`src/logic/pipe_pkg.sv`:
```
package pipe_pkg;

    // datapath width, fixed by the instruction set
    localparam int ISA_WIDTH           = 32;
    localparam int REG_FILE_ADDR_WIDTH = 5;            // 32 general registers

    typedef logic [ISA_WIDTH-1:0]           word_t;    // one datapath word
    typedef logic [REG_FILE_ADDR_WIDTH-1:0] reg_idx_t; // register index

    // per-stage control from the hazard unit
    typedef logic [1:0] hazard_ctrl_t;

    localparam int HAZD_HOLD_BIT  = 0;                 // stage keeps its contents
    localparam int HAZD_NO_OP_BIT = 1;                 // outgoing instruction becomes a bubble

    // control bits carried from execute into memory
    // the first three continue into write-back
    typedef struct packed {
        logic no_op;                                   // slot holds no instruction
        logic reg_write_enable;                        // result goes to the register file
        logic mem_read_enable;                         // load, result comes from memory
        logic mem_write_enable;                        // store
    } mem_ctrl_t;

    // control pattern of an empty slot
    localparam mem_ctrl_t MEM_CTRL_BUBBLE = '{
        no_op:            1'b1,
        reg_write_enable: 1'b0,
        mem_read_enable:  1'b0,
        mem_write_enable: 1'b0
    };

endpackage

```
`src/logic/forwarding_unit.sv`:
```
`timescale 1ns/100ps

module forwarding_unit import pipe_pkg::*; (
    input  reg_idx_t  ex_src_a_idx,         // sources of the execute-stage instruction
    input  reg_idx_t  ex_src_b_idx,

    input  mem_ctrl_t mem_ctrl,             // memory-stage instruction
    input  word_t     mem_alu_result,
    input  reg_idx_t  mem_dest_reg_idx,

    input  logic      wb_no_op,             // write-back instruction
    input  logic      wb_reg_write_enable,
    input  reg_idx_t  wb_dest_reg_idx,
    input  word_t     wb_data,              // already selected by general_reg

    input  word_t     rd_a_data,            // register file values
    input  word_t     rd_b_data,

    output word_t     operand_a,            // newest architectural values
    output word_t     operand_b
);

    logic mem_fwd_ok;                       // memory stage holds a final result
    logic wb_fwd_ok;                        // write-back will write this edge

    // a load in memory has no value yet, the hazard unit stalls for it
    assign mem_fwd_ok = mem_ctrl.reg_write_enable & ~mem_ctrl.no_op
                      & ~mem_ctrl.mem_read_enable & (mem_dest_reg_idx != '0);
    assign wb_fwd_ok  = wb_reg_write_enable & ~wb_no_op & (wb_dest_reg_idx != '0);

    // newest writer wins: memory, then write-back, then register file
    function automatic word_t pick_operand(input reg_idx_t src, input word_t rf_data);
        word_t value;
        value = rf_data;
        if (mem_fwd_ok && (mem_dest_reg_idx == src)) begin
            value = mem_alu_result;
        end else if (wb_fwd_ok && (wb_dest_reg_idx == src)) begin
            value = wb_data;
        end
        return value;
    endfunction

    always_comb begin
        operand_a = pick_operand(ex_src_a_idx, rd_a_data);
        operand_b = pick_operand(ex_src_b_idx, rd_b_data);
    end

endmodule

```
`config.mk`:
```
export PLATFORM = sky130hd
export DESIGN_NAME = forwarding_unit
export DESIGN_NICKNAME = d
export VERILOG_FILES = /design/src/logic/pipe_pkg.sv /design/src/logic/forwarding_unit.sv
export SDC_FILE = /design/constraint.sdc
export NUM_CORES = 1
export LEC_CHECK = 0
export BUFFER_PORTS_ARGS = -buffer_cell sky130_fd_sc_hd__clkbuf_2
export CAP_MARGIN = 20
export CORE_MARGIN = 2
export CORE_UTILIZATION = 35
export DETAILED_ROUTE_END_ITERATION = 8
export PLACE_DENSITY = 0.72
export SLEW_MARGIN = 20
export SYNTH_ARGS = -nofsm -noshare
export SYNTH_HDL_FRONTEND = slang
export SYNTH_SLANG_ARGS = --single-unit
```
`constraint.sdc`:
```
create_clock -name vclk -period 2.7
set_clock_uncertainty 0.05 [all_clocks]
set_input_delay 0.54 -clock vclk [all_inputs]
set_output_delay 0.54 -clock vclk [all_outputs]
set_load 0.01 [all_outputs]
```
==> run metrics <==
HPWL after DPL=9.96 mm; Area contributors post-synth=o31ai_1 (18%), a2bb2oi_1 (14%), a32oi_1 (14%), and3_1 (9.8%), clkbuf_1 (7.3%); Critical path buffers and inverters=3; WL final=16.5 mm; Port Buf Inserts=217; CP Max Fanout=8; detailed-route DRC error count=0; hold crit path type=in -> out; Pre-Repair DR Iteration Count=5; routed length per instance=22.5 um; Placer Congestion=0.938; worst relative slew slack=0.570; crit start category=input port; Synth Area in Compound Gates=0.525; Mapped Nets=546; largest area contributor in the netlist=o31ai_1; die height=91.3 um; Hold Crit Depth=4; initial antenna violation count=0; ANT nets after route=0; Critical Path AT=2.33 ns; RSZ-0062 raised after global routing=true; Core Area=7330 um2; Synth Area per Inst=6.80 um2; final hold vios=0; Setup crit end kind=primary output; Setup-failing EPs final=56; mux share of post-synthesis cell area=0; register area share after synthesis=0; Nets=792; Yosys Warn Count=0; Worst EP required=2.11 ns; Post-Syn Instances=392; Critical-path top delay cell=or4_4; VDD IR max=96.0 uV; GRT Overall Usage=0.347; critical path type=in -> out; register area=0 um2; PwrDens=178 nW/um2; synthesized area=2670 um2; Top Ports=218; worst hold start=rd_a_data[1]; largest family of logic cells by synthesized area=compound AO/OA/AOI/OAI gates; hold endpoint=operand_a[1]; CP peak stage delay=0.55 ns; cell family with most CP delay=simple AND/OR/NAND/NOR gates; die area=8340 um2; # clk buffers=0; crit-path cells=buf_8 > xor2_1 > or3_4 > clkbuf_16 > or4_4 > a31oi_4 > buf_6; Synth top cells by count=o31ai_1 (64), clkbuf_1 (52), a2bb2oi_1 (42), a32oi_1 (42), and3_1 (42); DP Area=4290 um2; Chip Width=91.3 um; largest net degree at the start of global routing=50; placed insts=701; area occupied by multi-input gates=3110 um2; Synth Area in Adders=0; final non-filler cell area=5510 um2; Synth Area in XOR/XNOR=0.0755; vias in the first global route=4,792; num rows=31; most common cell in the netlist=o31ai_1; Slew Limit Fails=0; fin crit share=1.08; share of layout cells above drive strength 1=0.665; Syn-to-layout area delta=106%; Synth top area share=0.180; post-layout min period=2.92 ns; Synth cell types=25; simple-gate area share of the yosys netlist=0.252; max cap viols=0; worst-margin pin slew=0.642 ns; Finished Layout Cells=735; starting density of the core=0.364; maximum clock rate=0.342 GHz; failing checks=negative setup slack; Fillers=537; first-pass GRT wire length=23.8 mm; status=finished, violations left; Seq cells=0; Via density=6.70; ANT cells=0; Tot Pwr=978 uW; Worst Slack Setup Final=-0.220 ns; drt initial violations=413; vias=4,924; Leakage Power=2.43 nW; gr ovfl total=0; Layout Utilization=0.751
## layout by cell type, fill, tap and decap left out, types with 19 or more instances in the layout
cell type,netlist,routed
a2bb2oi_2,0,37
a32oi_1,42,42
and3_1,42,42
buf_2,4,22
buf_4,0,62
clkbuf_2,0,188
inv_1,24,23
nor4_1,24,21
o31ai_1,64,44
or4_4,0,19
## metal layers
metal	track usage	vias up	share of wire
met2	0.608	408	0.50
met5	0	-	0
met4	0.150	0	0.040
met3	0.0680	79	0.10
met1	0.408	2304	0.36
li1	-	2133	-
## cells by family after synthesis
logic type	count (synthesis)
compound gates	176
simple gates	104
buf+inv	89
xor+xnor	23
## tightest hold or removal path, stage by stage
cell	delay, ns
clkbuf_2	0.08
o31ai_1	0.05
a2bb2oi_1	0.06
clkbuf_2	0.12
## stage by stage
step	TNS (ns)	hold WS (ns)	setup slack (ns)
3_5_place_dp	-19.31	1.34	-0.398
6_report	-8.05	1.34	-0.220
2_1_floorplan	-0.173	1.16	-0.0113
3_3_place_gp	-17.52	1.33	-0.353
4_1_cts	-8.42	1.34	-0.231
5_1_grt	-9.76	1.36	-0.235
## where the power goes
group	switching [mW]	internal, mW
Combinational	0.533	0.446
Clock	0	0
Sequential	0	0
## how the worst max path moves through the flow
stage	endpoint	depth (start not counted)	slack, ns	from
3_5_place_dp	operand_a[14]	7	-0.40	wb_dest_reg_idx[3]
4_1_cts	operand_b[1]	7	-0.23	wb_dest_reg_idx[3]
3_3_place_gp	operand_a[15]	7	-0.35	wb_dest_reg_idx[3]
5_1_grt	operand_b[1]	7	-0.23	wb_dest_reg_idx[0]
6_report	operand_b[1]	7	-0.22	wb_dest_reg_idx[2]
2_1_floorplan	operand_b[1]	6	-0.01	mem_ctrl[3]
## repair_timing
item | CTS | global route
endpoints found under the setup margin | 64 | 64
hold buffers | 0 | 0
gates cloned | 7 | 6
pin swaps | 21 | 20
resized for setup | 87 | 87
setup buffers | 9 | 14
## layout make-up
type                            count  share of cell area
Timing Repair Buffer              308               0.395
Inverter                           24              0.0170
Multi-Input combinational cell    304               0.566
Tap cell                           99              0.0225
Note: power is estimated with default switching activity, not from simulation.
