**config.mk**
```make
export PLATFORM = sky130hd
export DESIGN_NAME = hazard_unit
export DESIGN_NICKNAME = d
export VERILOG_FILES = /design/src/logic/pipe_pkg.sv /design/src/logic/hazard_unit.sv
export SDC_FILE = /design/constraint.sdc
export NUM_CORES = 1
export LEC_CHECK = 0
export ABC_AREA = 1
export BUFFER_PORTS_ARGS = -buffer_cell sky130_fd_sc_hd__buf_2
export CORE_AREA = 2 2 39 41
export DETAILED_ROUTE_END_ITERATION = 6
export DIE_AREA = 0 0 41 43
export GPL_ROUTABILITY_DRIVEN = 0
export MAX_ROUTING_LAYER = met4
export PLACE_DENSITY = 0.57
export SLEW_MARGIN = 20
export SYNTH_ARGS = -nofsm -noshare
export SYNTH_HDL_FRONTEND = slang
export SYNTH_SLANG_ARGS = --single-unit
```
**constraint.sdc**
```tcl
create_clock -name vclk -period 1.09
set_clock_uncertainty 0.2 [all_clocks]
set_input_delay 0.1635 -clock vclk [all_inputs]
set_output_delay 0.1635 -clock vclk [all_outputs]
set_load 0.005 [all_outputs]
```
**src/logic/pipe_pkg.sv**
```systemverilog
package pipe_pkg;

    // datapath width, fixed by the instruction set
    localparam int ISA_WIDTH           = 32;
    localparam int REG_FILE_ADDR_WIDTH = 5;            // 32 general registers

    typedef logic [ISA_WIDTH-1:0]           word_t;    // one datapath word
    typedef logic [REG_FILE_ADDR_WIDTH-1:0] reg_idx_t; // register index

    // per-stage control from the hazard unit
    typedef logic [1:0] hazard_ctrl_t;

    localparam int HAZD_HOLD_BIT  = 0;                 // stage keeps its contents
    localparam int HAZD_NO_OP_BIT = 1;                 // outgoing instruction becomes a bubble

    // control bits carried from execute into memory
    // the first three continue into write-back
    typedef struct packed {
        logic no_op;                                   // slot holds no instruction
        logic reg_write_enable;                        // result goes to the register file
        logic mem_read_enable;                         // load, result comes from memory
        logic mem_write_enable;                        // store
    } mem_ctrl_t;

    // control pattern of an empty slot
    localparam mem_ctrl_t MEM_CTRL_BUBBLE = '{
        no_op:            1'b1,
        reg_write_enable: 1'b0,
        mem_read_enable:  1'b0,
        mem_write_enable: 1'b0
    };

endpackage

```
**src/logic/hazard_unit.sv**
```systemverilog
`timescale 1ns/100ps

module hazard_unit import pipe_pkg::*; (
    input  logic         ex_valid,          // execute presents an instruction
    input  reg_idx_t     ex_src_a_idx,
    input  reg_idx_t     ex_src_b_idx,

    input  mem_ctrl_t    mem_ctrl,          // memory-stage instruction
    input  reg_idx_t     mem_dest_reg_idx,

    input  logic         halt,              // external freeze, level
    input  logic         flush,             // squash execute-stage instruction, level

    output logic         stall,             // execute must re-present next cycle
    output hazard_ctrl_t ex_mem_hazard,     // for ex_mem_reg and data_mem
    output hazard_ctrl_t mem_wb_hazard      // for mem_wb_reg
);

    logic load_in_mem;                      // memory stage is a load to a real register
    logic src_match;                        // execute reads that register
    logic load_use;

    assign load_in_mem = mem_ctrl.mem_read_enable & mem_ctrl.reg_write_enable
                       & ~mem_ctrl.no_op & (mem_dest_reg_idx != '0);

    assign src_match = (ex_src_a_idx == mem_dest_reg_idx)
                     | (ex_src_b_idx == mem_dest_reg_idx);

    // clears by itself one edge later when the load moves to write-back
    assign load_use = ex_valid & load_in_mem & src_match;

    assign stall = load_use | halt;

    always_comb begin
        ex_mem_hazard = '0;
        mem_wb_hazard = '0;

        // execute slot gives way to a bubble on conflict or flush
        ex_mem_hazard[HAZD_NO_OP_BIT] = load_use | flush;
        ex_mem_hazard[HAZD_HOLD_BIT]  = halt;   // memory-stage instruction frozen

        // write-back idles while the memory stage is frozen
        mem_wb_hazard[HAZD_HOLD_BIT]  = halt;
        mem_wb_hazard[HAZD_NO_OP_BIT] = halt;
    end

endmodule

```
==> metrics.md <==
| Metric | Value |
|---|---|
| CP required | 730 ps |
| Final setup violation count | 2 |
| Cell Chain, Critical Path | buf_4 > nand2_1 > nand2_1 > nor2_1 > nand3_1 > nand2_1 > nand2_1 > nand2_1 > buf_2 |
| Yosys Warn Count | 0 |
| Final setup TNS | -278 ps |
| Buf+Inv Stages, Crit Path | 2 |
| Vias in the first global route | 283 |
| Leak pwr | 0.312 nW |
| CP most frequent cell | nand2_1 |
| Post-Syn Area per Cell | 4.22 um2 |
| Max-cap violations | 0 |
| Period Utilization, post-route | 113% |
| Setup crit end kind | output port |
| Std-Cell Rows | 14 |
| Dpl ws | -199 ps |
| Worst-Margin Slew | 134 ps |
| Initial antenna violation count | 0 |
| Netlist Area Pre-Place | 249 um2 |
| Fillers | 171 |
| Ports | 27 |
| Via/cell ratio | 3.76 |
| CP startpoint | mem_dest_reg_idx[4] |
| Compound-gate portion of the synthesized area | 0% |
| Final WL | 635 um |
| Worst path depth | 9 |
| Power Density | 316 mW/mm2 |
| Die X | 41 um |
| GRT Overall Usage | 6.96% |
| Worst hold slack | 332 ps |
| Die height | 43 um |
| First-pass GRT wire length | 931 um |
| Synth area leader | nand2_1 |
| Hold path depth | 2 |
| Register area | 0 um2 |
| Status | complete, but fails checks |
| Hold/Removal Path Class | input pin to output port |
| Core area | 0.00138 mm2 |
| RSZ-0062 raised after global routing | true |
| Final instance area | 453 um2 |
| Area Growth Syn to Fin | 81.9% |
| Max Freq | 0.810 GHz |
| Worst Setup EP | stall |
| Crit-path slowest cell | buf_4 |
| CP max FO | 3 |
| Main combinational cell family by area after synthesis | simple AND/OR/NAND/NOR gates |
| Mux cell area share after synthesis | 0% |
| Total grt overflow | 0 |
| Drt initial violations | 5 |
| Largest net degree at the start of global routing | 6 |
| NumNets Final | 107 |
| Yosys top cell area share | 37.7% |
| Synth area leaders | nand2_1 (38%), inv_1 (20%), nor2_1 (14%) |
| Crit path max-delay family | simple AND/OR/NAND/NOR gates |
| Relative slew slack | 91.0% |
| Antenna Nets Post-Route | 0 |
| Final Worst Setup Slack | -145 ps |
| Via Count | 372 |
| Post-Synth XOR/XNOR Area | 7.04% |
| Peak VDD IR | 0.0928 mV |
| Inserted Diodes | 0 |
| Die area | 0.00176 mm2 |
| Port Buf Inserts | 26 |
| Critical path's largest stage delay | 120 ps |
| Syn_nets | 81 |
| Clock Buffer Count | 0 |
| Post-synthesis instance total | 59 |
| Hold Vio Cnt, Final | 0 |
| Drc violations | 0 |
| Placed Area | 384 um2 |
| CP Class | input pin to output port |
| Starting Density | 18.0% |
| Failing checks | negative setup slack |
| Crit start category | input pin |
| HPWL after DPL | 581 um |
| Commonest cells after routing, fill and taps aside | nand2_1 (23), buf_2 (18), inv_1 (12) |
| Post-layout min period | 1240 ps |
| Max-slew violation count | 0 |
| Routed len/inst | 6.41 um |
| Data arrival, critical path | 870 ps |
| FFs & Latches | 0 |
| Post-Synth Adder-Cell Area | 0% |
| Layout cells sized above 1 | 42.2% |
| Netlist cell types | 8 |
| Sequential element share of the synthesized area | 0% |
| Util after Layout | 32.7% |
| DRT Pass-1 Iters | 4 |
| Hold Buf Count CTS | 0 |
| Setup bufs post-CTS | 0 |
| Simple-gate share of the synthesized area | 61.3% |
| Commonest non-fill, non-tap cell in the layout | nand2_1 |
[synth_stat cells]
library cell	count
nand2_1	25
inv_1	13
nor2_1	9
nand3_1	4
buf_4	3
inv_2	2
xnor2_1	2
nor3_1	1
[layout make-up]
type / instances / area (um2) / area share, %
Timing Repair Buffer: 27 / 191 / 42.3
Multi-Input combinational cell: 41 / 185 / 40.9
Inverter: 15 / 56.3 / 12.4
Tap cell: 16 / 20.0 / 4.42
[cell families (layout without fill, tap and decap cells)]
logic type | count (synthesis) | in the layout
simple gates | 39 | 39
buf+inv | 18 | 42
xor+xnor | 2 | 2
[how the worst min path moves through the flow]
stage          startpoint                to  slack (ps)
2_1_floorplan       flush  ex_mem_hazard[1]         210
3_3_place_gp         halt  ex_mem_hazard[0]         330
3_5_place_dp         halt  ex_mem_hazard[0]         340
4_1_cts              halt  ex_mem_hazard[0]         330
5_1_grt              halt  mem_wb_hazard[1]         350
6_report             halt  ex_mem_hazard[0]         330
[metrics by stage]
step | std cells | total power [mW]
6_report | 99 | 0.143
5_1_grt | 99 | 0.160
3_3_place_gp | 99 | 0.117
4_1_cts | 99 | 0.132
2_1_floorplan | 59 | 0.0607
3_5_place_dp | 99 | 0.119
[power by group]
group | internal, mW | switching, mW | total (mW)
clock | 0 | 0 | 0
combinational | 0.0826 | 0.0605 | 0.143
sequential | 0 | 0 | 0
[routing by layer]
layer	GRT usage (%)	routed length, um
met2	12.5	314
met5	-	0
met3	0	41
met1	8.86	279
met4	0	0
[timing repair]
item                                    in CTS  in global routing
pin swaps                                   10                 16
endpoints found under the setup margin       2                  2
gates resized for setup                     10                  9
Note: power is estimated with default switching activity, not from simulation.
