### src/logic/pipe_pkg.sv
package pipe_pkg;

    // datapath width, fixed by the instruction set
    localparam int ISA_WIDTH           = 32;
    localparam int REG_FILE_ADDR_WIDTH = 5;            // 32 general registers

    typedef logic [ISA_WIDTH-1:0]           word_t;    // one datapath word
    typedef logic [REG_FILE_ADDR_WIDTH-1:0] reg_idx_t; // register index

    // per-stage control from the hazard unit
    typedef logic [1:0] hazard_ctrl_t;

    localparam int HAZD_HOLD_BIT  = 0;                 // stage keeps its contents
    localparam int HAZD_NO_OP_BIT = 1;                 // outgoing instruction becomes a bubble

    // control bits carried from execute into memory
    // the first three continue into write-back
    typedef struct packed {
        logic no_op;                                   // slot holds no instruction
        logic reg_write_enable;                        // result goes to the register file
        logic mem_read_enable;                         // load, result comes from memory
        logic mem_write_enable;                        // store
    } mem_ctrl_t;

    // control pattern of an empty slot
    localparam mem_ctrl_t MEM_CTRL_BUBBLE = '{
        no_op:            1'b1,
        reg_write_enable: 1'b0,
        mem_read_enable:  1'b0,
        mem_write_enable: 1'b0
    };

endpackage

### src/logic/general_reg.sv
`timescale 1ns/100ps

module general_reg import pipe_pkg::*; (
    input  logic     clk,
    input  logic     rst_n,

    input  logic     wb_no_op,              // from mem_wb_reg
    input  logic     wb_reg_write_enable,
    input  logic     wb_mem_read_enable,    // load, take memory data
    input  word_t    wb_alu_result,
    input  word_t    wb_mem_read_data,
    input  reg_idx_t wb_dest_reg_idx,

    input  reg_idx_t rd_a_idx,              // source a of the execute stage
    input  reg_idx_t rd_b_idx,              // source b of the execute stage
    output word_t    rd_a_data,
    output word_t    rd_b_data,

    output word_t    wb_data                // selected write-back value, also forwarded
);

    localparam int REG_COUNT = 1 << REG_FILE_ADDR_WIDTH;

    word_t regs [REG_COUNT];                // register storage, entry 0 never written
    logic  write_en;

    // write-back select, loads return memory data
    assign wb_data = wb_mem_read_enable ? wb_mem_read_data : wb_alu_result;

    assign write_en = wb_reg_write_enable & ~wb_no_op & (wb_dest_reg_idx != '0);

    always_ff @(posedge clk or negedge rst_n) begin
        if (!rst_n) begin
            for (int i = 0; i < REG_COUNT; i++) begin
                regs[i] <= '0;
            end
        end else if (write_en) begin
            regs[wb_dest_reg_idx] <= wb_data;
        end
    end

    // combinational reads, register zero pinned to zero
    assign rd_a_data = (rd_a_idx == '0) ? '0 : regs[rd_a_idx];
    assign rd_b_data = (rd_b_idx == '0) ? '0 : regs[rd_b_idx];

endmodule

### config.mk
export PLATFORM = sky130hd
export DESIGN_NAME = general_reg
export DESIGN_NICKNAME = d
export VERILOG_FILES = /design/src/logic/pipe_pkg.sv /design/src/logic/general_reg.sv
export SDC_FILE = /design/constraint.sdc
export NUM_CORES = 2
export LEC_CHECK = 0
export ABC_CLOCK_PERIOD_IN_PS = 1900
export BUFFER_PORTS_ARGS = -buffer_cell sky130_fd_sc_hd__buf_2
export CORE_MARGIN = 3
export CORE_UTILIZATION = 55
export CTS_BUF_LIST = sky130_fd_sc_hd__clkbuf_8
export CTS_CLUSTER_DIAMETER = 40
export DETAILED_ROUTE_END_ITERATION = 16
export HOLD_SLACK_MARGIN = 0.06
export PLACE_DENSITY = 0.72
export SYNTH_ARGS = -nofsm -noshare
export SYNTH_HDL_FRONTEND = slang
export SYNTH_SLANG_ARGS = --single-unit
export TNS_END_PERCENT = 20
### constraint.sdc
create_clock -name clk -period 1.9 [get_ports clk]
set_input_delay 0.19 -clock clk [delete_from_list [all_inputs] [get_ports clk]]
set_output_delay 0.19 -clock clk [all_outputs]
set_load 0.02 [all_outputs]
==> impl_metrics.py <==
metrics = {
    "sta": {
        "fin_worst_skew_ns": 0,
        "setup_violations": 64,
        "setup_ws_ns": -0.957,
        "hold_violations": 0,
        "slew_headroom_pct": 18.0,
        "fmax_mhz": 350,
        "min_period_ns": 2.86,
        "worstMarginPinSlew_ns": 1.23,
        "slew_viol_final": 0,
        "finalSetupTns_ns": -51.91,
        "period_share_pct": 150,
        "hold_slack_ns": 0.120,
        "rsz0062_at_grt": "yes",
    },
    "synth": {
        "synth-xor-area-share_pct": 0,
        "synth-compound-area-share_pct": 14.3,
        "post-synth-top-count-cell": "dfrtp_1",
        "synth_warnings": 0,
        "synth_top_cell_area_share_pct": 48.3,
        "ys_seq_area_share_pct": 48.3,
        "netlist_area_sq_um": 53000,
        "syn_nets": 4867,
        "async_reset_ff_share_pct": 100,
        "synthTopCellsByCount": "dfrtp_1, o21ai_0, nor2_1",
        "syn_inst": 4783,
        "synth_mux_area_share_pct": 23.4,
        "syn_area_per_cell_sq_um": 11.1,
        "synth.largest_area_cell": "dfrtp_1",
        "ys_ff_latch": 1024,
        "synth_top_family_by_area": "multiplexers",
        "synthAdderAreaFrac_pct": 0,
        "synth_edf_count": 0,
        "netlist_top_cells_area": "dfrtp_1, mux4_2, o21ai_0, a21oi_1, nor2_1",
        "yosys_most_used_dff": "dfrtp_1",
        "synth-simple-area-share_pct": 9.13,
        "ys_types": 39,
    },
    "critical_path": {
        "crit_buf_inv": 2,
        "critical_path.slowest_cell": "mux4_2",
        "worst-path-max-fanout": 2,
        "endpoint_kind": "output pin",
        "cp_data_required_time_ns": 1.71,
        "cp-start-kind": "flop",
        "path_cells": "buf_4, mux4_2, mux2_2, o21ai_1, a311oi_1, buf_2",
        "critical_path_arrival_ns": 2.67,
        "cp_top_family": "multiplexers",
        "cp_slowest_stage_delay_ns": 0.43,
        "path_class": "reg -> out",
    },
    "place": {
        "gp_congestion": 0.926,
        "place_ws_ns": -0.812,
        "place_area_sq_um": 60500,
        "placed_cells": 6311,
        "dp_hpwl_mm": 118,
        "port_buffers": 179,
    },
    "cts": {
        "cts.reportedPaths.clkPinSlew_ns": 0.07,
        "clk_latency_ns": 0.86,
        "cts-root-buf": "clkbuf_8",
        "numCtsBuffers": 174,
        "cts.sinks": 1024,
        "cts_tree": "built",
        "cts_buffer_depth": 3,
        "cts.htree.levels": 4,
    },
    "grt": {
        "grt_pass1_wl_mm": 282,
        "grtUsageTotal_pct": 38.1,
        "gr-total-overflow": 0,
        "antenna_found_initial": 11,
        "grt_max_degree": 73,
        "grt_pass1_vias": 45350,
    },
    "power_and_ir_drop": {
        "pwr_density_cell_nw_per_um2": 968,
        "ir_worst_vdd_mv": 0.743,
        "leakage_nw": 29.4,
    },
    "floorplan": {
        "die_w_microns": 316,
        "start_util_pct": 55.6,
        "fp.dieH_microns": 316,
        "core_sq_um": 95300,
        "die_area_sq_um": 100000,
        "rows": 113,
        "top_level_ports": 180,
    },
    "routing": {
        "drc": 0,
        "drt-initial-drc-count": 6084,
        "wire_per_inst_microns": 28.3,
        "finalWirelength_mm": 190,
        "dr.pass1.iters": 8,
        "dr_total_vias": 45478,
        "viasPerCell": 6.76,
        "ant_nets": 0,
    },
    "layout": {
        "final_cells": 6725,
        "syn_to_final_growth_pct": 25.9,
        "drive_gt1_share_pct": 34.1,
        "fin_area_sq_um": 66700,
        "biggestRegsByFlops": "regs: 1024 flops",
        "largest_reg_flops": 1024,
        "top_register": "regs",
        "nets": 5401,
    },
    "worst_hold_path": {
        "hp-class": "in -> reg",
    },
    "outcome": {
        "failed_checks": "setup timing",
        "outcome": "finished with violations",
    },
    "run": {
        "max_cap_violations": 0,
    },
}
==> metrics by stage <==
step,total power [mW],util (%)
detailed placement,41.6,63.5
floorplan,36.1,-
CTS,63.7,69.1
global placement,40.9,63.5
finish,64.6,70.0
global route,67.1,70.0
==> final cells by class <==
cell class	count	area [sq um]
fillers	6351	28600
multi-input cells	3187	26500
flip-flops and latches	1024	25600
repair buffers	895	9050
clock buffers	225	3100
well taps	1265	1580
clock inverters	89	711
inverters	35	134
diodes	5	12.5
==> cells in the final DEF (no fill, tap or decap), types with 33 or more instances in the layout <==
| master | n |
|---|---|
| buf_12 | 181 |
| mux2_4 | 33 |
| buf_2 | 122 |
| a22oi_1 | 52 |
| mux2i_1 | 128 |
| inv_1 | 76 |
| o21ai_0 | 483 |
| dlygate4sd3_1 | 64 |
| nor2b_1 | 59 |
| buf_4 | 484 |
| o21ai_1 | 54 |
| mux4_2 | 448 |
| dfrtp_1 | 1024 |
| clkbuf_8 | 225 |
| nor2_1 | 518 |
| nand2_1 | 515 |
| a21oi_1 | 512 |
| a211oi_2 | 45 |
| o21ai_2 | 43 |
==> what timing repair did <==
action | in CTS | in global routing
endpoints found under the hold margin | 2016 | 0
buffers inserted | 6 | 23
setup endpoints to repair | 64 | 274
gates cloned | 0 | 0
resized for setup | 215 | 184
hold buffers | 79 | 0
pin swaps | 36 | 55
==> power breakdown <==
group          internal (mW)  switching, mW  total [mW]
sequential              25.4           2.87        28.2
clock                   11.9           9.71        21.6
combinational           7.60           7.13        14.7
total                   44.9           19.7        64.6
==> worst reg2reg max path, stage by stage (launching register included) <==
cell           delay (ns)
dfrtp_1              0.39
nor2_1               0.12
a21oi_1              0.05
dlygate4sd3_1        0.55
==> worst paths after layout <==
check / start / to / slack, ns / depth (start not counted)
worst max-delay path: regs[659] / rd_b_data[19] / -0.96 / 6
worst min-delay path: wb_dest_reg_idx[0] / regs[955] / 0.12 / 6
worst max register to register: regs[208] / regs[208] / 0.68 / 3
worst min register to register: regs[994] / regs[994] / 0.39 / 0
max in group asynchronous: rst_n / regs[886] / 0.72 / 5
min in group asynchronous: rst_n / regs[423] / 0.63 / 4
==> cell families after synthesis <==
group / after synthesis
muxes: 672
buffers and inverters: 572
AOI/OAI and AO/OA: 1359
and+or+nand+nor: 1156
DFF: 1024
==> metal layers <==
metal,up-vias,global-route usage (%),share of wire (%)
met5,-,0,0.0063
met4,2,21.5,6.3
met3,854,11.8,13
met2,3404,56.8,45
met1,22673,49.9,35
li1,18545,-,-
Power figures use the tool's default switching activity.
