## src/logic/pipe_pkg.sv

```systemverilog
package pipe_pkg;

    // datapath width, fixed by the instruction set
    localparam int ISA_WIDTH           = 32;
    localparam int REG_FILE_ADDR_WIDTH = 5;            // 32 general registers

    typedef logic [ISA_WIDTH-1:0]           word_t;    // one datapath word
    typedef logic [REG_FILE_ADDR_WIDTH-1:0] reg_idx_t; // register index

    // per-stage control from the hazard unit
    typedef logic [1:0] hazard_ctrl_t;

    localparam int HAZD_HOLD_BIT  = 0;                 // stage keeps its contents
    localparam int HAZD_NO_OP_BIT = 1;                 // outgoing instruction becomes a bubble

    // control bits carried from execute into memory
    // the first three continue into write-back
    typedef struct packed {
        logic no_op;                                   // slot holds no instruction
        logic reg_write_enable;                        // result goes to the register file
        logic mem_read_enable;                         // load, result comes from memory
        logic mem_write_enable;                        // store
    } mem_ctrl_t;

    // control pattern of an empty slot
    localparam mem_ctrl_t MEM_CTRL_BUBBLE = '{
        no_op:            1'b1,
        reg_write_enable: 1'b0,
        mem_read_enable:  1'b0,
        mem_write_enable: 1'b0
    };

endpackage

```

## src/logic/ex_mem_reg.sv

```systemverilog
`timescale 1ns/100ps

module ex_mem_reg import pipe_pkg::*; (
    input  logic         clk,
    input  logic         rst_n,

    input  hazard_ctrl_t hazard_control,    // from hazard_unit, hold and bubble request
    input  logic         ex_valid,          // execute presents an instruction this cycle

    input  mem_ctrl_t    ex_ctrl,           // control of the execute-stage instruction
    output mem_ctrl_t    mem_ctrl,          // for data_mem, mem_wb_reg, forwarding, hazard

    input  word_t        ex_alu_result,     // alu value, or address of load/store
    output word_t        mem_alu_result,

    input  word_t        ex_store_data,     // store payload, operand b
    output word_t        mem_store_data,    // for data_mem

    input  reg_idx_t     ex_dest_reg_idx,   // destination of the execute-stage instruction
    output reg_idx_t     mem_dest_reg_idx   // for forwarding and load-use check
);

    logic      bubble;                      // nothing real enters memory this edge
    mem_ctrl_t next_ctrl;                   // control as it will be latched

    // a squashed, stalled or absent instruction turns into an empty slot
    assign bubble = hazard_control[HAZD_NO_OP_BIT] | ~ex_valid | ex_ctrl.no_op;

    always_comb begin
        next_ctrl = ex_ctrl;
        if (bubble) begin
            next_ctrl = MEM_CTRL_BUBBLE;    // enables dropped with the no-op flag
        end
    end

    always_ff @(posedge clk or negedge rst_n) begin
        if (!rst_n) begin
            mem_ctrl         <= MEM_CTRL_BUBBLE;  // come out of reset empty
            mem_alu_result   <= '0;
            mem_store_data   <= '0;
            mem_dest_reg_idx <= '0;
        end else if (!hazard_control[HAZD_HOLD_BIT]) begin
            mem_ctrl         <= next_ctrl;
            mem_alu_result   <= ex_alu_result;     // payload follows even on bubbles
            mem_store_data   <= ex_store_data;
            mem_dest_reg_idx <= ex_dest_reg_idx;
        end
        // on hold the memory-stage instruction stays put
    end

endmodule

```

## config.mk

```make
export PLATFORM = sky130hd
export DESIGN_NAME = ex_mem_reg
export DESIGN_NICKNAME = d
export VERILOG_FILES = /design/src/logic/pipe_pkg.sv /design/src/logic/ex_mem_reg.sv
export SDC_FILE = /design/constraint.sdc
export NUM_CORES = 1
export LEC_CHECK = 0
export ABC_AREA = 1
export BUFFER_PORTS_ARGS = -buffer_cell sky130_fd_sc_hd__buf_2
export CORE_ASPECT_RATIO = 0.6
export CORE_MARGIN = 2
export CORE_UTILIZATION = 44
export DETAILED_ROUTE_END_ITERATION = 6
export PLACE_DENSITY_LB_ADDON = 0.1
export SYNTH_ARGS = -nofsm -noshare
export SYNTH_HDL_FRONTEND = slang
export SYNTH_SLANG_ARGS = --single-unit
```

## constraint.sdc

```tcl
create_clock -name clk -period 1 [get_ports clk]
set_clock_uncertainty 0.1 [all_clocks]
set_input_delay 0.05 -clock clk [delete_from_list [all_inputs] [get_ports clk]]
set_output_delay 0.05 -clock clk [all_outputs]
set_load 0.005 [all_outputs]
```

==> results.toml, run 1 <==
[outcome]
status = "complete, but fails checks"
violations = "negative setup slack"

[route]
drc = 0
dr.pass1.iters = 4
routed_wl_mm = 8.46
via_per_inst = 4.46
vias = 2959
wl_per_cell_um = 12.8
ant_nets = 0
initialDrtViolationCount = 173

[power]
peakVddDrop_uv = 1020
p_leak_nw = 2.83
total_power_mw = 7.68
power.density_nw_per_um2 = 1560

[final_layout]
fillers = 402
fin_util_pct = 80.0
drive_above_1_share_pct = 35.2
register_area_sq_um = 1830
finalInstanceArea_sq_um = 4910
final_nets = 652
multiInputGateArea_sq_um = 845
area_growth_pct = 74.9
antennaDiodeCount = 0

[floorplanning]
pin_count = 151
coreArea_sq_um = 6140
die_x_um = 107
die_h_um = 65.9
start_util_pct = 45.8
num_rows = 22
die_area_sq_um = 7060

[global_routing]
grt_max_degree = 44
met2_usage_pct = 41.9
antenna_found_initial = 0
grt_pass1_wl_mm = 13.0
grt_use_total_pct = 24.4
use_met1_pct = 29.8
overflow = 0
grtUsageMet3_pct = 7.98
grt_busiest_layer = "met2"
grt_pass1_vias = 2759

[synthesis]
syn_area_sq_um = 2810
avgSynthCellArea_sq_um = 8.86
ys_ff_latch = 73
synth_cells = 317
yosysUniqueCellTypes = 10
yosysTopAreaCell = "dfrtp_1"
ys_seq_area_share_pct = 65.1
synth_warnings = 0
ys_top_cells_by_area = "dfrtp_1 64%, nand2_1 29%, buf_6 2.0%"
synth.top_cell.area_share_pct = 64.1
syn-num-nets = 395

[clocking]
cts_tree = "yes"
numCtsBuffers = 9
numClockSinks = 73
htreeDepth = 3
clk_pin_slew_ns = 0.08
clk_latency_ns = 0.34
cts_buffer_depth = 2
cts-root-buf = "clkbuf_8"

[setup_path]
crit_family = "flip-flops"
cp-end-kind = "output port"
start_kind = "register"
crit_type = "reg2out"
required_ns = 0.85
worstPathMaxFanout = 2
arrival_ns = 0.98
crit_buf_inv = 1
crit_slowest_cell = "dfstp_2"
cp-startpoint = "mem_ctrl[3]"
r2r_slack_ns = 0.03
worst_r2r_endpoint = "mem_alu_result[1]"
reg2regPathDepth = 4
critPathMaxStageDelay_ns = 0.55
worstReg2RegStart = "mem_alu_result[1]"
path_cells = "buf_6"

[sta]
period_share_pct = 113
fin_tns_setup_ns = -0.767
clock.fmax_mhz = 887
timing.final.max_slew_violations = 0
hold_viol_final = 0
setup_viol = 49
rsz0062_at_grt = "true"
fin_ws_ns = -0.127
tightest_slew_ns = 0.332
slew_headroom_pct = 77.8
period_minus_slack_ns = 1.13

[placed_design]
dp_slack_ns = 0.125
postPlaceCellArea_sq_um = 3660
numPortBuffers = 150
dp_hpwl_mm = 4.69
gp_congestion = 0.813

[run]
drv_cap = 0

[hold_path]
hp-class = "in2async"
## through the flow
step           std cells  hold WS [ns]
2_1_floorplan        317        -0.346
4_1_cts              644      -0.00167
5_1_grt              663       0.00806
3_3_place_gp         542        -0.167
6_report             663        0.0125
3_5_place_dp         542        -0.162
## state kept, by name, summed over array words and instances, names as in the netlist
name / flops
mem_store_data: 32
mem_ctrl: 4
mem_dest_reg_idx: 5
mem_alu_result: 32
## layout by cell type, fill, tap and decap left out
cell,n
inv_1,3
buf_2,148
clkinv_2,1
buf_6,1
bufinv_16,4
nand2_1,217
inv_2,1
clkbuf_8,9
dfrtp_1,72
buf_4,32
nand3_1,3
buf_12,5
nor2_1,4
dlygate4sd3_1,76
clkinv_4,2
dfstp_2,1
## how the worst max path moves through the flow
stage / to / slack (ns) / cells after the start
after detailed placement: mem_store_data[17] / 0.12 / 4
after floorplan: mem_ctrl[3] / 0.22 / 2
after CTS: mem_ctrl[3] / -0.15 / 1
after global routing: mem_ctrl[3] / -0.17 / 1
final: mem_ctrl[3] / -0.13 / 1
after global placement: mem_store_data[29] / 0.16 / 4
## report_power, final
part | total (mW) | internal (mW) | switching (mW) | leakage [nW]
Combinational | 1.31 | 0.749 | 0.562 | 1.80
Sequential | 3.35 | 3.21 | 0.144 | 0.892
Clock | 3.02 | 1.91 | 1.10 | 0.133
## synthesized netlist by cell type
cell	count
buf_6	5
inv_1	3
inv_2	1
buf_4	4
dfrtp_1	72
dfstp_2	1
nand3_1	3
nand2_1	217
nor2_1	4
buf_2	7
## area by class of cell
class	instances	share of cell area [%]
clock buffer	9	2.52
timing repair buffer	262	37.7
clock inverter	7	2.90
tap	84	2.14
multi-input combinational	224	17.2
inverter	4	0.306
sequential	73	37.2
## routing by layer
| layer | share of wire, % | wire [um] |
|---|---|---|
| met1 | 43 | 3610 |
| met5 | 0 | 0 |
| met3 | 7.6 | 640 |
| met2 | 48 | 4100 |
| met4 | 1.3 | 106 |
## kinds of logic after synthesis
kind of cell	Yosys count	share of synthesized area (%)
buffers and inverters	20	4.85
flip-flops	73	65.1
AND/OR/NAND/NOR	224	30.1
## repair_timing
action                     4_1_cts  5_1_grt
hold endpoints to repair       146        0
setup buffers                   10       19
setup endpoints to repair       73       73
hold buffers                    76        0
resized for setup                0        1
Note: power is estimated with default switching activity, not from simulation.
==> run 2, diff against run 1 <==
Settings changed: CELL_PAD_IN_SITES_DETAIL_PLACEMENT from default to 0, CELL_PAD_IN_SITES_GLOBAL_PLACEMENT from default to 1, CORE_UTILIZATION 44 to 31, CTS_BUF_LIST from default to sky130_fd_sc_hd__clkbuf_16.
==> run 2 against run 1 <==
Core utilization fell by 23 points. Power rose by 6.4%. Global-route usage fell by 7.0 points. The run still ends with negative setup slack left.
==> results.toml, run 2 (synthesized netlist as in run 1, its figures left out) <==
[clocking]
numCtsBuffers = 9
cts-root-buf = "clkbuf_16"
cts_buffer_depth = 2
numClockSinks = 73
htreeDepth = 3
clk_pin_slew_ns = 0.05
clk_latency_ns = 0.33
cts_tree = "yes"

[sta]
clock.fmax_mhz = 901
fin_ws_ns = -0.110
tightest_slew_ns = 0.270
period_minus_slack_ns = 1.11
timing.final.max_slew_violations = 0
slew_headroom_pct = 82.0
hold_viol_final = 0
setup_viol = 5
period_share_pct = 111
rsz0062_at_grt = "true"

[run]
drv_cap = 0

[route]
wl_per_cell_um = 12.4
via_per_inst = 4.21
routed_wl_mm = 8.34
ant_nets = 0
drc = 0
vias = 2839
dr.pass1.iters = 4
initialDrtViolationCount = 116

[global_routing]
antenna_found_initial = 0
overflow = 0
grt_max_degree = 44
grt_pass1_vias = 2815
grt_use_total_pct = 17.3
grt_pass1_wl_mm = 13.3

[setup_path]
critical_path_depth = 1
worstReg2RegStart = "mem_store_data[17]"
start_kind = "register"
reg2regPathDepth = 3
required_ns = 0.85
crit_type = "reg2out"
critPathMaxStageDelay_ns = 0.54
worstPathMaxFanout = 2
cp-startpoint = "mem_ctrl[3]"
crit_buf_inv = 1
path_cells = "buf_6"
arrival_ns = 0.96
cp-end-kind = "output port"
crit_family = "flip-flops"
crit_slowest_cell = "dfstp_2"

[final_layout]
fin_util_pct = 56.7
finalInstanceArea_sq_um = 4910
fillers = 806
final_nets = 636
drive_above_1_share_pct = 33.4
reg_top3 = "mem_alu_result (32), mem_store_data (32), mem_dest_reg_idx (5)"
mostFrequentLayoutCell = "nand2_1"
antennaDiodeCount = 0
register_area_sq_um = 1830
area_growth_pct = 74.8
multiInputGateArea_sq_um = 847
mostFrequentLayoutCells = "217 x nand2_1, 148 x buf_2, 76 x dlygate4sd3_1, 72 x dfrtp_1, 15 x buf_4"

[power]
p_leak_nw = 2.79
power.density_nw_per_um2 = 1660
peakVddDrop_uv = 965

[floorplanning]
die_h_um = 77.7
pin_count = 151
coreArea_sq_um = 8650
start_util_pct = 32.5
die_area_sq_um = 9860
num_rows = 26
die_x_um = 127

[hold_path]
hp-class = "in2async"

[placed_design]
dp_hpwl_mm = 5.19
postPlaceCellArea_sq_um = 3710
gp_congestion = 0.739
numPortBuffers = 150

[outcome]
status = "complete, but fails checks"
violations = "negative setup slack"
==> run 2: cell types whose count changed in the layout (fill, tap and decap cells not counted), moves of 2 or more <==
cell       change
buf_4         -17
clkbuf_16      +9
clkbuf_8       -9
clkinv_2       +2
clkinv_4       -2
==> run 2: power breakdown <==
part	total, mW	switching, mW	leakage (nW)	internal, mW
logic	1.24	0.547	1.73	0.689
registers	3.34	0.130	0.892	3.21
clock network	3.59	1.18	0.167	2.41
==> run 2: area by class of cell <==
type                       count  share of cell area (%)
clock buffer                   9                    4.59
clock inverter                 7                    2.22
inverter                       4                   0.306
multi-input combinational    224                    17.3
sequential                    73                    37.2
tap                          112                    2.85
timing repair buffer         246                    35.6
==> run 2: metrics by stage <==
stage                     setup WS [ns]  hold slack (ns)  power, mW  setup TNS (ns)  instances
final                            -0.110           0.0397       8.17          -0.140        675
after global routing             -0.138           0.0680       8.58           -1.42        675
after CTS                        -0.130          -0.0632       8.24          -0.395        663
after detailed placement          0.128           -0.151       4.34               0        570
after global placement            0.158           -0.155       4.33               0        570
after floorplan                   0.224           -0.346       3.75               0        317
==> run 2: final timing paths <==
path                                      endpoint  slack [ns]
worst max-delay path                   mem_ctrl[3]       -0.11
worst min-delay path             mem_store_data[2]        0.04
worst max register to register  mem_store_data[17]        0.16
worst min register to register   mem_alu_result[9]        0.37
max in group asynchronous       mem_store_data[21]        0.33
min in group clk                       mem_ctrl[3]        0.09
==> run 2: per-layer routing <==
metal	up-vias	wire [um]	global-route usage (%)
li1	1428	-	-
met1	1301	3890	22.6
met2	97	3700	26.7
met3	13	619	6.28
met4	0	126	6.37
met5	-	0	0
==> run 2: repair_timing <==
| item | 4_1_cts | 5_1_grt |
|---|---|---|
| endpoints found under the hold margin | 146 | 4 |
| setup buffers | 2 | 11 |
| endpoints found under the setup margin | 34 | 76 |
| hold buffers | 75 | 1 |
| resized for setup | 1 | 1 |
