### config.mk
export PLATFORM = sky130hd
export DESIGN_NAME = mem_wb_reg
export DESIGN_NICKNAME = d
export VERILOG_FILES = /design/src/logic/pipe_pkg.sv /design/src/logic/mem_wb_reg.sv
export SDC_FILE = /design/constraint.sdc
export NUM_CORES = 1
export LEC_CHECK = 0
export ABC_AREA = 1
export BUFFER_PORTS_ARGS = -buffer_cell sky130_fd_sc_hd__buf_2
export CELL_PAD_IN_SITES_DETAIL_PLACEMENT = 0
export CELL_PAD_IN_SITES_GLOBAL_PLACEMENT = 1
export CORE_MARGIN = 2
export CORE_UTILIZATION = 31
export DETAILED_ROUTE_END_ITERATION = 16
export GPL_TIMING_DRIVEN = 0
export PLACE_DENSITY_LB_ADDON = 0.3
export SETUP_SLACK_MARGIN = 0.05
export SYNTH_ARGS = -nofsm -noshare
export SYNTH_HDL_FRONTEND = slang
export SYNTH_SLANG_ARGS = --single-unit
### constraint.sdc
create_clock -name clk -period 0.8 [get_ports clk]
set_clock_uncertainty 0.1 [all_clocks]
set_input_delay 0.08 -clock clk [delete_from_list [all_inputs] [get_ports clk]]
set_output_delay 0.08 -clock clk [all_outputs]
set_load 0.01 [all_outputs]
### src/logic/pipe_pkg.sv
package pipe_pkg;

    // datapath width, fixed by the instruction set
    localparam int ISA_WIDTH           = 32;
    localparam int REG_FILE_ADDR_WIDTH = 5;            // 32 general registers

    typedef logic [ISA_WIDTH-1:0]           word_t;    // one datapath word
    typedef logic [REG_FILE_ADDR_WIDTH-1:0] reg_idx_t; // register index

    // per-stage control from the hazard unit
    typedef logic [1:0] hazard_ctrl_t;

    localparam int HAZD_HOLD_BIT  = 0;                 // stage keeps its contents
    localparam int HAZD_NO_OP_BIT = 1;                 // outgoing instruction becomes a bubble

    // control bits carried from execute into memory
    // the first three continue into write-back
    typedef struct packed {
        logic no_op;                                   // slot holds no instruction
        logic reg_write_enable;                        // result goes to the register file
        logic mem_read_enable;                         // load, result comes from memory
        logic mem_write_enable;                        // store
    } mem_ctrl_t;

    // control pattern of an empty slot
    localparam mem_ctrl_t MEM_CTRL_BUBBLE = '{
        no_op:            1'b1,
        reg_write_enable: 1'b0,
        mem_read_enable:  1'b0,
        mem_write_enable: 1'b0
    };

endpackage

### src/logic/mem_wb_reg.sv
`timescale 1ns/100ps

module mem_wb_reg import pipe_pkg::*; (
    input  logic         clk,
    input  logic         rst_n,

    input  hazard_ctrl_t hazard_control,        // [HAZD_HOLD_BIT] keep wb data
                                                // [HAZD_NO_OP_BIT] silence wb stage
    input  mem_ctrl_t    mem_ctrl,              // from ex_mem_reg

    output logic         wb_no_op,              // for general_reg, blocks the write
    output logic         wb_reg_write_enable,   // for general_reg and forwarding
    output logic         wb_mem_read_enable,    // selects memory data for write-back

    input  word_t        mem_alu_result,        // from ex_mem_reg
    output word_t        wb_alu_result,         // write-back value of alu ops

    input  word_t        mem_read_data,         // from data_mem
    output word_t        wb_mem_read_data,      // write-back value of loads

    input  reg_idx_t     mem_dest_reg_idx,      // from ex_mem_reg
    output reg_idx_t     wb_dest_reg_idx        // for general_reg and forwarding
);

    always_ff @(posedge clk or negedge rst_n) begin
        if (!rst_n) begin
            wb_no_op            <= 1'b1;        // empty after reset
            wb_reg_write_enable <= 1'b0;
            wb_mem_read_enable  <= 1'b0;
            wb_alu_result       <= '0;
            wb_mem_read_data    <= '0;
            wb_dest_reg_idx     <= '0;
        end else begin
            wb_reg_write_enable <= mem_ctrl.reg_write_enable;  // tracked even on hold
            if (!hazard_control[HAZD_HOLD_BIT]) begin
                wb_mem_read_enable <= mem_ctrl.mem_read_enable;
                wb_alu_result      <= mem_alu_result;
                wb_mem_read_data   <= mem_read_data;
                wb_dest_reg_idx    <= mem_dest_reg_idx;
            end

            // halt forces a bubble so the held instruction is not written twice
            wb_no_op <= hazard_control[HAZD_NO_OP_BIT] | mem_ctrl.no_op;
        end
    end

endmodule

==> run metrics, run 1 <==
Sink Count 72; hold_ws -510 ps; critical path's top delay family flip-flops; clock network fraction of design power around 36%; Worst-Margin Slew 293 ps; DP Cell Count roughly 550; DRT Wirelength ~8000 um; sequential power share 44.3%; Lkg Pwr roughly 2.8 nW; DR WL/cell 12.1 um; Syn Nets 376; Initial DRC Count 47; IO Pins 149; Worst slew margin 80.5%; Post-Syn Area per Cell roughly 9 um^2; Core Rows 34; post-DP HPWL 4910 um; synth unique cells 7; share of Yosys cell area claimed by the top area cell type roughly 65%; TritonCTS buffer count 9; Reg clk slew, reported paths 80 ps; # setup viols final 87; Reg-to-Reg Start wb_mem_read_data[27]; Routed Antenna Nets 0; hold violation count in the final report 72; Final Critical Period ~1100 ps; slowest cell on the critical path dfstp_2; period utilisation layout 143%; Startpoint Class flop; most common cell after layout, fill and taps aside nand2_1; Power Density around 1900 mW/mm^2; CTS tree yes; cell taking the most area after synthesis dfrtp_1; number of diodes 0; # DRC 0; die footprint ~0.0096 mm^2; Post-Layout Cell Count 664; Setup CP Type reg -> out; root buffer cell clkbuf_8; Max Freq 874 MHz; Gate power share between 10% and 20%; Fin Setup TNS -17530 ps; Chip Height 98.2 um; reg2reg end wb_mem_read_data[27]; Yosys reg bits 72; drt first pass iters 5; Vias/cell approximately 4.1; crit path buf inv count 1; worst hold path type in -> async; Stages on worst setup path 1; IR drop worst, VDD 944 uV; Core Area 0.00868 mm^2; Pint 0.00701 W; fin area 0.00498 mm^2; initial antenna violation count 0; Critical Path Max Stage Delay approximately 530 ps; Area after DPL 0.00364 mm^2; Seq/Total Area, Yosys between 60% and 70%; failing checks negative hold slack, negative setup slack; run status finished, violations left; RSZ-0062 raised after global routing true; Critical Path Fanout Max 1; global placement routability congestion roughly 0.73; Syn. warnings 0; R2R cell count 3; Switch Pwr approximately 0.0024 W; Crit. End Element output pin; largest net degree at the start of global routing 60; top cells by area, synth dfrtp_1 65%, nand2_1 29%, buf_6 3.3%; Worst EP arrival 960 ps; Initial Utilization 31.7%; Setup crit start wb_no_op; Critical Path RT around 620 ps; commonest cells after routing, fill and taps aside 188 x nand2_1, 129 x buf_2, 71 x dlygate4sd3_1, 71 x dfrtp_1, 38 x buf_6; Post-Synthesis Cell Area ~0.0027 mm^2; Cells after Synth 299; Layout area overhead 81.2%; setup ws final -345 ps; Tot Pwr 0.00936 W; Post-Place Worst Slack about 18 ps; flop-to-flop setup slack -30 ps; CTS H-tree lvls 3; Final Max Tran Viols 0; total grt overflow 0; vias 2755; IO Port Bufs 146; first-pass GRT wire length 13100 um; vias in the first global route ~2800; hold_buf cts 71; GRT Overall Usage roughly 17%; switching share of power 25.2%; clk_lat worst skew 340 ps; crit path cell chain buf_6; Worst Setup EP wb_no_op; Die X 98.2 um; fin nets 628; share of post-route cells with drive strength above 1 approximately two fifths; Clock Path Buffers 2; Max-Cap Viols 0
==> registers in the layout (all words and copies together), names as in the netlist <==
register / cells
wb_alu_result: 32
wb_mem_read_data: 32
wb_dest_reg_idx: 5
wb_mem_read_enable: 1
wb_no_op: 1
wb_reg_write_enable: 1
==> metal layers <==
layer / GRT usage (%) / wire length (um) / part of all wire (%)
met3: 3.94 / 499 / 6.2
met1: 22.1 / 3640 / 45
met5: 0 / 0 / 0
met4: 5.37 / 97 / 1.2
met2: 27.2 / 3800 / 47
==> kinds of logic after synthesis <==
| group | Yosys count | synth area share [%] |
|---|---|---|
| flops | 72 | 65.6 |
| simple gates | 211 | 28.9 |
| buf+inv | 16 | 5.51 |
==> per-stage QoR <==
| step | hold WS, ps | util [%] |
|---|---|---|
| 2_1_floorplan | -316 | - |
| 3_3_place_gp | 93.2 | 41.7 |
| 3_5_place_dp | -144 | 42.0 |
| 4_1_cts | -524 | 54.4 |
| 5_1_grt | -516 | 57.4 |
| 6_report | -510 | 57.4 |
==> cell type report <==
| cell class | instances | area [um^2] |
|---|---|---|
| Buffer | 15 | 143 |
| Clock buffer | 12 | 165 |
| Clock inverter | 4 | 75.1 |
| Fill cell | 775 | 3700 |
| Inverter | 1 | 8.76 |
| Multi-Input combinational cell | 211 | 855 |
| Sequential cell | 72 | 1800 |
| Tap cell | 108 | 135 |
| Timing Repair Buffer | 241 | 1800 |
==> synthesized netlist by cell type, drive strengths merged <==
cell / number
nand2: 210
dfrtp: 71
buf: 15
dfstp: 1
inv: 1
or2: 1
==> how the worst min path moves through the flow <==
stage                     start             endpoint  slack (ps)  cells after the start
floorplan                 rst_n     wb_alu_result[0]        -320                      0
global placement    mem_ctrl[2]  wb_reg_write_enable          90                      1
detailed placement        rst_n    wb_alu_result[14]        -140                      1
CTS                       rst_n    wb_alu_result[14]        -520                      1
global route              rst_n    wb_alu_result[10]        -520                      1
finish                    rst_n    wb_alu_result[10]        -510                      1
==> power groups by stage <==
stage	logic [W]	clock network [W]	registers (W)
final	0.00186	0.00336	0.00415
after global placement	0.00126	0	0.00417
after floorplan	0.000417	0	0.00435
after detailed placement	0.00130	0	0.00418
after CTS	0.00166	0.00347	0.00412
after global routing	0.00207	0.00362	0.00418
==> what timing repair did <==
item | CTS | global route
hold endpoints to repair | 143 | 72
setup endpoints to repair | 72 | 98
buffers inserted | 10 | 18
gates resized for setup | 8 | 46
pin swaps | 9 | 33
(Power assumes the default switching activity.)
==> run 2, diff against run 1 <==
--- a/config.mk
+++ b/config.mk
@@ -13,6 +13,7 @@
 export CORE_UTILIZATION = 31
 export DETAILED_ROUTE_END_ITERATION = 16
 export GPL_TIMING_DRIVEN = 0
+export MAX_ROUTING_LAYER = met4
 export PLACE_DENSITY_LB_ADDON = 0.3
 export SETUP_SLACK_MARGIN = 0.05
 export SYNTH_ARGS = -nofsm -noshare
==> run 2 against run 1 <==
The flow still finishes with violations (negative hold slack, negative setup slack). Maximum frequency barely moved. Register-to-register slack about the same. Clock power about the same. Total power about the same. Critical path depth unchanged. Global-route usage increased by 0.58 points. Critical endpoint unchanged. Largest power group unchanged. Highest routed layer unchanged.
==> run metrics, run 2 (synthesis results as in run 1) <==
run status finished, violations left; failing checks negative hold slack, negative setup slack; # setup viols final 88; commonest cells after routing, fill and taps aside 187 x nand2_1, 131 x buf_2, 71 x dlygate4sd3_1, 71 x dfrtp_1, 36 x buf_6; Post-Place Worst Slack around 18 ps; crit path cell chain buf_6; drt first pass iters 5; Initial Utilization about a third; Setup CP Type reg -> out; largest net degree at the start of global routing 60; Crit. End Element output pin; fin area 0.00497 mm^2; Chip Height 98.2 um; Critical Path RT about 620 ps; hold_ws -509 ps; Final Max Tran Viols 0; Post-Layout Cell Count 664; # DRC 0; hold violation count in the final report 72; DP Cell Count 554; RSZ-0062 raised after global routing true; Core Rows 34; hold_buf cts 71; Routed Antenna Nets 0; GRT Overall Usage 17.3%; Max-Cap Viols 0; post-DP HPWL slightly below 5000 um; Critical Path Fanout Max 1; root buffer cell clkbuf_8; IR drop worst, VDD 951 uV; CTS H-tree lvls 3; share of post-route cells with drive strength above 1 40.8%; Worst-Margin Slew 292 ps; Startpoint Class flop; biggest regs wb_alu_result (32), wb_mem_read_data (32), wb_dest_reg_idx (5); fin nets 628; Layout area overhead 80.8%; Clock Path Buffers 2; period utilisation layout 143%; setup ws final -344 ps; Reg clk slew, reported paths 80 ps; TritonCTS buffer count 9; Final Critical Period about 1100 ps; Worst EP arrival roughly 960 ps; IO Pins 149; initial antenna violation count 0; Area after DPL 0.00364 mm^2; Worst slew margin 80.5%; critical path's top delay family flip-flops; DR WL/cell about 12 um; number of diodes 0; Die X 98.2 um; Initial DRC Count 51; clk_lat worst skew around 330 ps; DRT Wirelength between 8000 and 9000 um; global placement routability congestion 0.734; CTS tree yes; vias in the first global route 2796; crit path buf inv count 1; Critical Path Max Stage Delay around 530 ps; worst hold path type in -> async; total grt overflow 0; Vias/cell just over 4; IO Port Bufs 146; Power Density 1880 mW/mm^2; first-pass GRT wire length 13100 um; vias roughly 2800; die footprint just under 0.01 mm^2; Max Freq slightly below 900 MHz; Lkg Pwr 2.76 nW; Sink Count 72; most common cell after layout, fill and taps aside nand2_1; Fin Setup TNS -17470 ps; slowest cell on the critical path dfstp_2; Core Area slightly below 0.009 mm^2
-- run 2: cell count changes in the layout (fill, tap and decap cells not counted) --
| cell | change |
|---|---|
| buf_2 | +2 |
| buf_6 | -2 |
| nand2_1 | -1 |
| nand2_2 | +1 |
-- run 2: what timing repair did --
action	in CTS	in global routing
hold endpoints to repair	143	72
endpoints found under the setup margin	72	98
resized for setup	8	45
pin swaps	9	32
buffers inserted	10	18
-- run 2: through the flow --
stage | power [W] | util, % | hold WS [ps]
6_report | 0.00937 | 57.3 | -509
2_1_floorplan | 0.00476 | - | -316
4_1_cts | 0.00925 | 54.4 | -524
3_5_place_dp | 0.00547 | 42.0 | -144
3_3_place_gp | 0.00544 | 41.7 | 93.2
5_1_grt | 0.00986 | 57.3 | -519
-- run 2: final timing paths --
kind	slack (ps)	start	endpoint	depth (start not counted)
max	-340	wb_no_op	wb_no_op	1
min	-510	rst_n	wb_alu_result[10]	1
max reg2reg	-30	wb_mem_read_data[27]	wb_mem_read_data[27]	3
min reg2reg	370	wb_mem_read_data[14]	wb_mem_read_data[14]	2
max in group asynchronous	520	rst_n	wb_no_op	2
min in group clk	-170	hazard_control[1]	wb_no_op	2
-- run 2: layer usage --
layer,vias up,global-route usage (%),share of wire (%)
met5,-,-,0
li1,1391,-,-
met2,105,27.3,48
met1,1259,22.4,46
met3,2,3.65,5.9
met4,0,5.37,0.31
-- run 2: layout make-up --
type | instances | area [um^2]
buffer | 15 | 143
clock buffer | 12 | 165
clock inverter | 4 | 75.1
fill | 777 | 3710
inverter | 1 | 8.76
multi-input combinational | 211 | 857
sequential | 72 | 1800
tap | 108 | 135
timing repair buffer | 241 | 1780
-- run 2: power by group --
group | switching, W | internal [W]
Sequential | 0.000184 | 0.00396
Clock | 0.00136 | 0.00201
Combinational | 0.000825 | 0.00103
==> run 3, diff against run 2 <==
--- a/config.mk
+++ b/config.mk
@@ -11,10 +11,11 @@
 export CELL_PAD_IN_SITES_GLOBAL_PLACEMENT = 1
 export CORE_MARGIN = 2
 export CORE_UTILIZATION = 31
+export CTS_CLUSTER_SIZE = 25
 export DETAILED_ROUTE_END_ITERATION = 16
 export GPL_TIMING_DRIVEN = 0
 export MAX_ROUTING_LAYER = met4
-export PLACE_DENSITY_LB_ADDON = 0.3
+export PLACE_DENSITY_LB_ADDON = 0.2
 export SETUP_SLACK_MARGIN = 0.05
 export SYNTH_ARGS = -nofsm -noshare
 export SYNTH_HDL_FRONTEND = slang
==> run 3 against run 2 <==
The run still ends with negative hold slack, negative setup slack left. Clock power rose by 7.1%. Via count about the same. Worst hold slack better by 90 ps. Combinational power hardly changed. Routed wire length grew 1.2%. Total power grew 2.3%. Utilization is 0.14 points lower. Count of clock-buffer cells in the layout fell by 1. Cell area shrank 0.25%. Critical endpoint unchanged.
==> run metrics, run 3 (synthesis results as in run 1) <==
Reg clk slew, reported paths 80 ps; period utilisation layout 144%; vias in the first global route 2797; global placement routability congestion 0.716; Power Density 1930 mW/mm^2; Worst-Margin Slew approximately 450 ps; DR WL/cell between 10 and 15 um; commonest cells after routing, fill and taps aside 188 x nand2_1, 131 x buf_2, 71 x dlygate4sd3_1, 71 x dfrtp_1, 31 x buf_6; vias around 2800; failing checks negative hold slack, negative setup slack; flop-to-flop setup slack -30 ps; Final Critical Period 1150 ps; Layout area overhead 80.4%; Core Rows 34; Routed Antenna Nets 0; GRT busiest layer met2; worst hold path type in -> async; Reg-to-Reg Start wb_alu_result[21]; met3 usage 4.72%; hold_buf cts ~70; clk_lat worst skew 340 ps; GR met1 Demand/Resource 22.8%; Max Freq 871 MHz; post-DP HPWL 4970 um; first-pass GRT wire length 13000 um; CTS tree yes; Chip Height 98.2 um; Stages on worst setup path 1; crit path buf inv count 1; root buffer cell clkbuf_8; fin nets roughly 630; GRT Overall Usage around 17%; setup ws final -349 ps; largest net degree at the start of global routing 40; share of post-route cells with drive strength above 1 40.8%; fin area roughly 0.0050 mm^2; R2R cell count 3; Setup CP Type reg -> out; biggest regs wb_alu_result (32), wb_mem_read_data (32), wb_dest_reg_idx (5); slowest cell on the critical path dfstp_2; Core Area between 0.008 and 0.009 mm^2; most common cell after layout, fill and taps aside nand2_1; Critical Path Max Stage Delay approximately 530 ps; hold_ws -419 ps; Critical Path Fanout Max 1; Startpoint Class flop; GR Util met2 26.2%; Post-Place Worst Slack -21.2 ps; Vias/cell ~4.1; number of diodes 0; DRT Wirelength 8120 um; Worst slew margin 69.8%; run status finished, violations left; Worst Setup EP wb_no_op; Die X between 90 and 100 um; Lkg Pwr 2.76 nW; total grt overflow 0; Tot Pwr 0.00958 W; Worst EP arrival slightly below 1000 ps; TritonCTS buffer count 9; Sink Count between 70 and 80; Initial DRC Count 89; CTS H-tree lvls 3; Max-Cap Viols 0; die footprint 0.00964 mm^2; hold violation count in the final report about 70; Clock Path Buffers 2; # setup viols final 92; initial antenna violation count 0; RSZ-0062 raised after global routing true; Initial Utilization a little under a third; crit path cell chain buf_6; IO Port Bufs 146; critical path's top delay family flip-flops; IR drop worst, VDD about 940 uV; reg2reg end wb_alu_result[21]; Area after DPL 0.00364 mm^2; drt first pass iters 5; Final Max Tran Viols 0; Setup crit start wb_no_op; Critical Path RT 620 ps; # DRC 0; Crit. End Element output pin; IO Pins 149
-- run 3: layout make-up --
type	count	area [um^2]
Multi-Input combinational cell	211	850
Timing Repair Buffer	242	1770
Sequential cell	72	1800
Clock inverter	5	103
Buffer	15	143
Inverter	1	8.76
Fill cell	804	3720
Clock buffer	11	151
Tap cell	108	135
-- run 3: layer usage --
| metal | up-vias | routed length, um |
|---|---|---|
| li1 | 1400 | - |
| met1 | 1238 | 3720 |
| met2 | 109 | 3700 |
| met3 | 12 | 575 |
| met4 | 0 | 121 |
| met5 | - | 0 |
-- run 3: worst min path at each step --
stage,slack [ps],from,depth (start not counted),to
after CTS,-420,rst_n,1,wb_alu_result[10]
after global routing,-400,rst_n,1,wb_alu_result[17]
after floorplan,-320,rst_n,0,wb_alu_result[0]
after detailed placement,-40,rst_n,1,wb_alu_result[10]
final,-420,rst_n,1,wb_alu_result[17]
after global placement,90,mem_ctrl[2],1,wb_reg_write_enable
-- run 3: metrics by stage --
| step | utilization, % | cells | TNS [ps] |
|---|---|---|---|
| 2_1_floorplan | - | 299 | 0 |
| 3_3_place_gp | 41.7 | 553 | -67930 |
| 3_5_place_dp | 41.9 | 554 | -21.2 |
| 4_1_cts | 54.3 | 649 | -19150 |
| 5_1_grt | 57.1 | 665 | -21850 |
| 6_report | 57.1 | 665 | -17940 |
-- run 3: power breakdown --
| group | internal (W) | switching, W |
|---|---|---|
| sequential | 0.00396 | 0.000177 |
| combinational | 0.00101 | 0.000822 |
| clock | 0.00224 | 0.00137 |
| total | 0.00721 | 0.00237 |
-- run 3: repair_timing --
action | CTS | global route
pin swaps | 6 | 32
hold endpoints to repair | 143 | 34
resized for setup | 9 | 36
setup endpoints to repair | 72 | 93
setup buffers | 8 | 18
cloned | 0 | 0
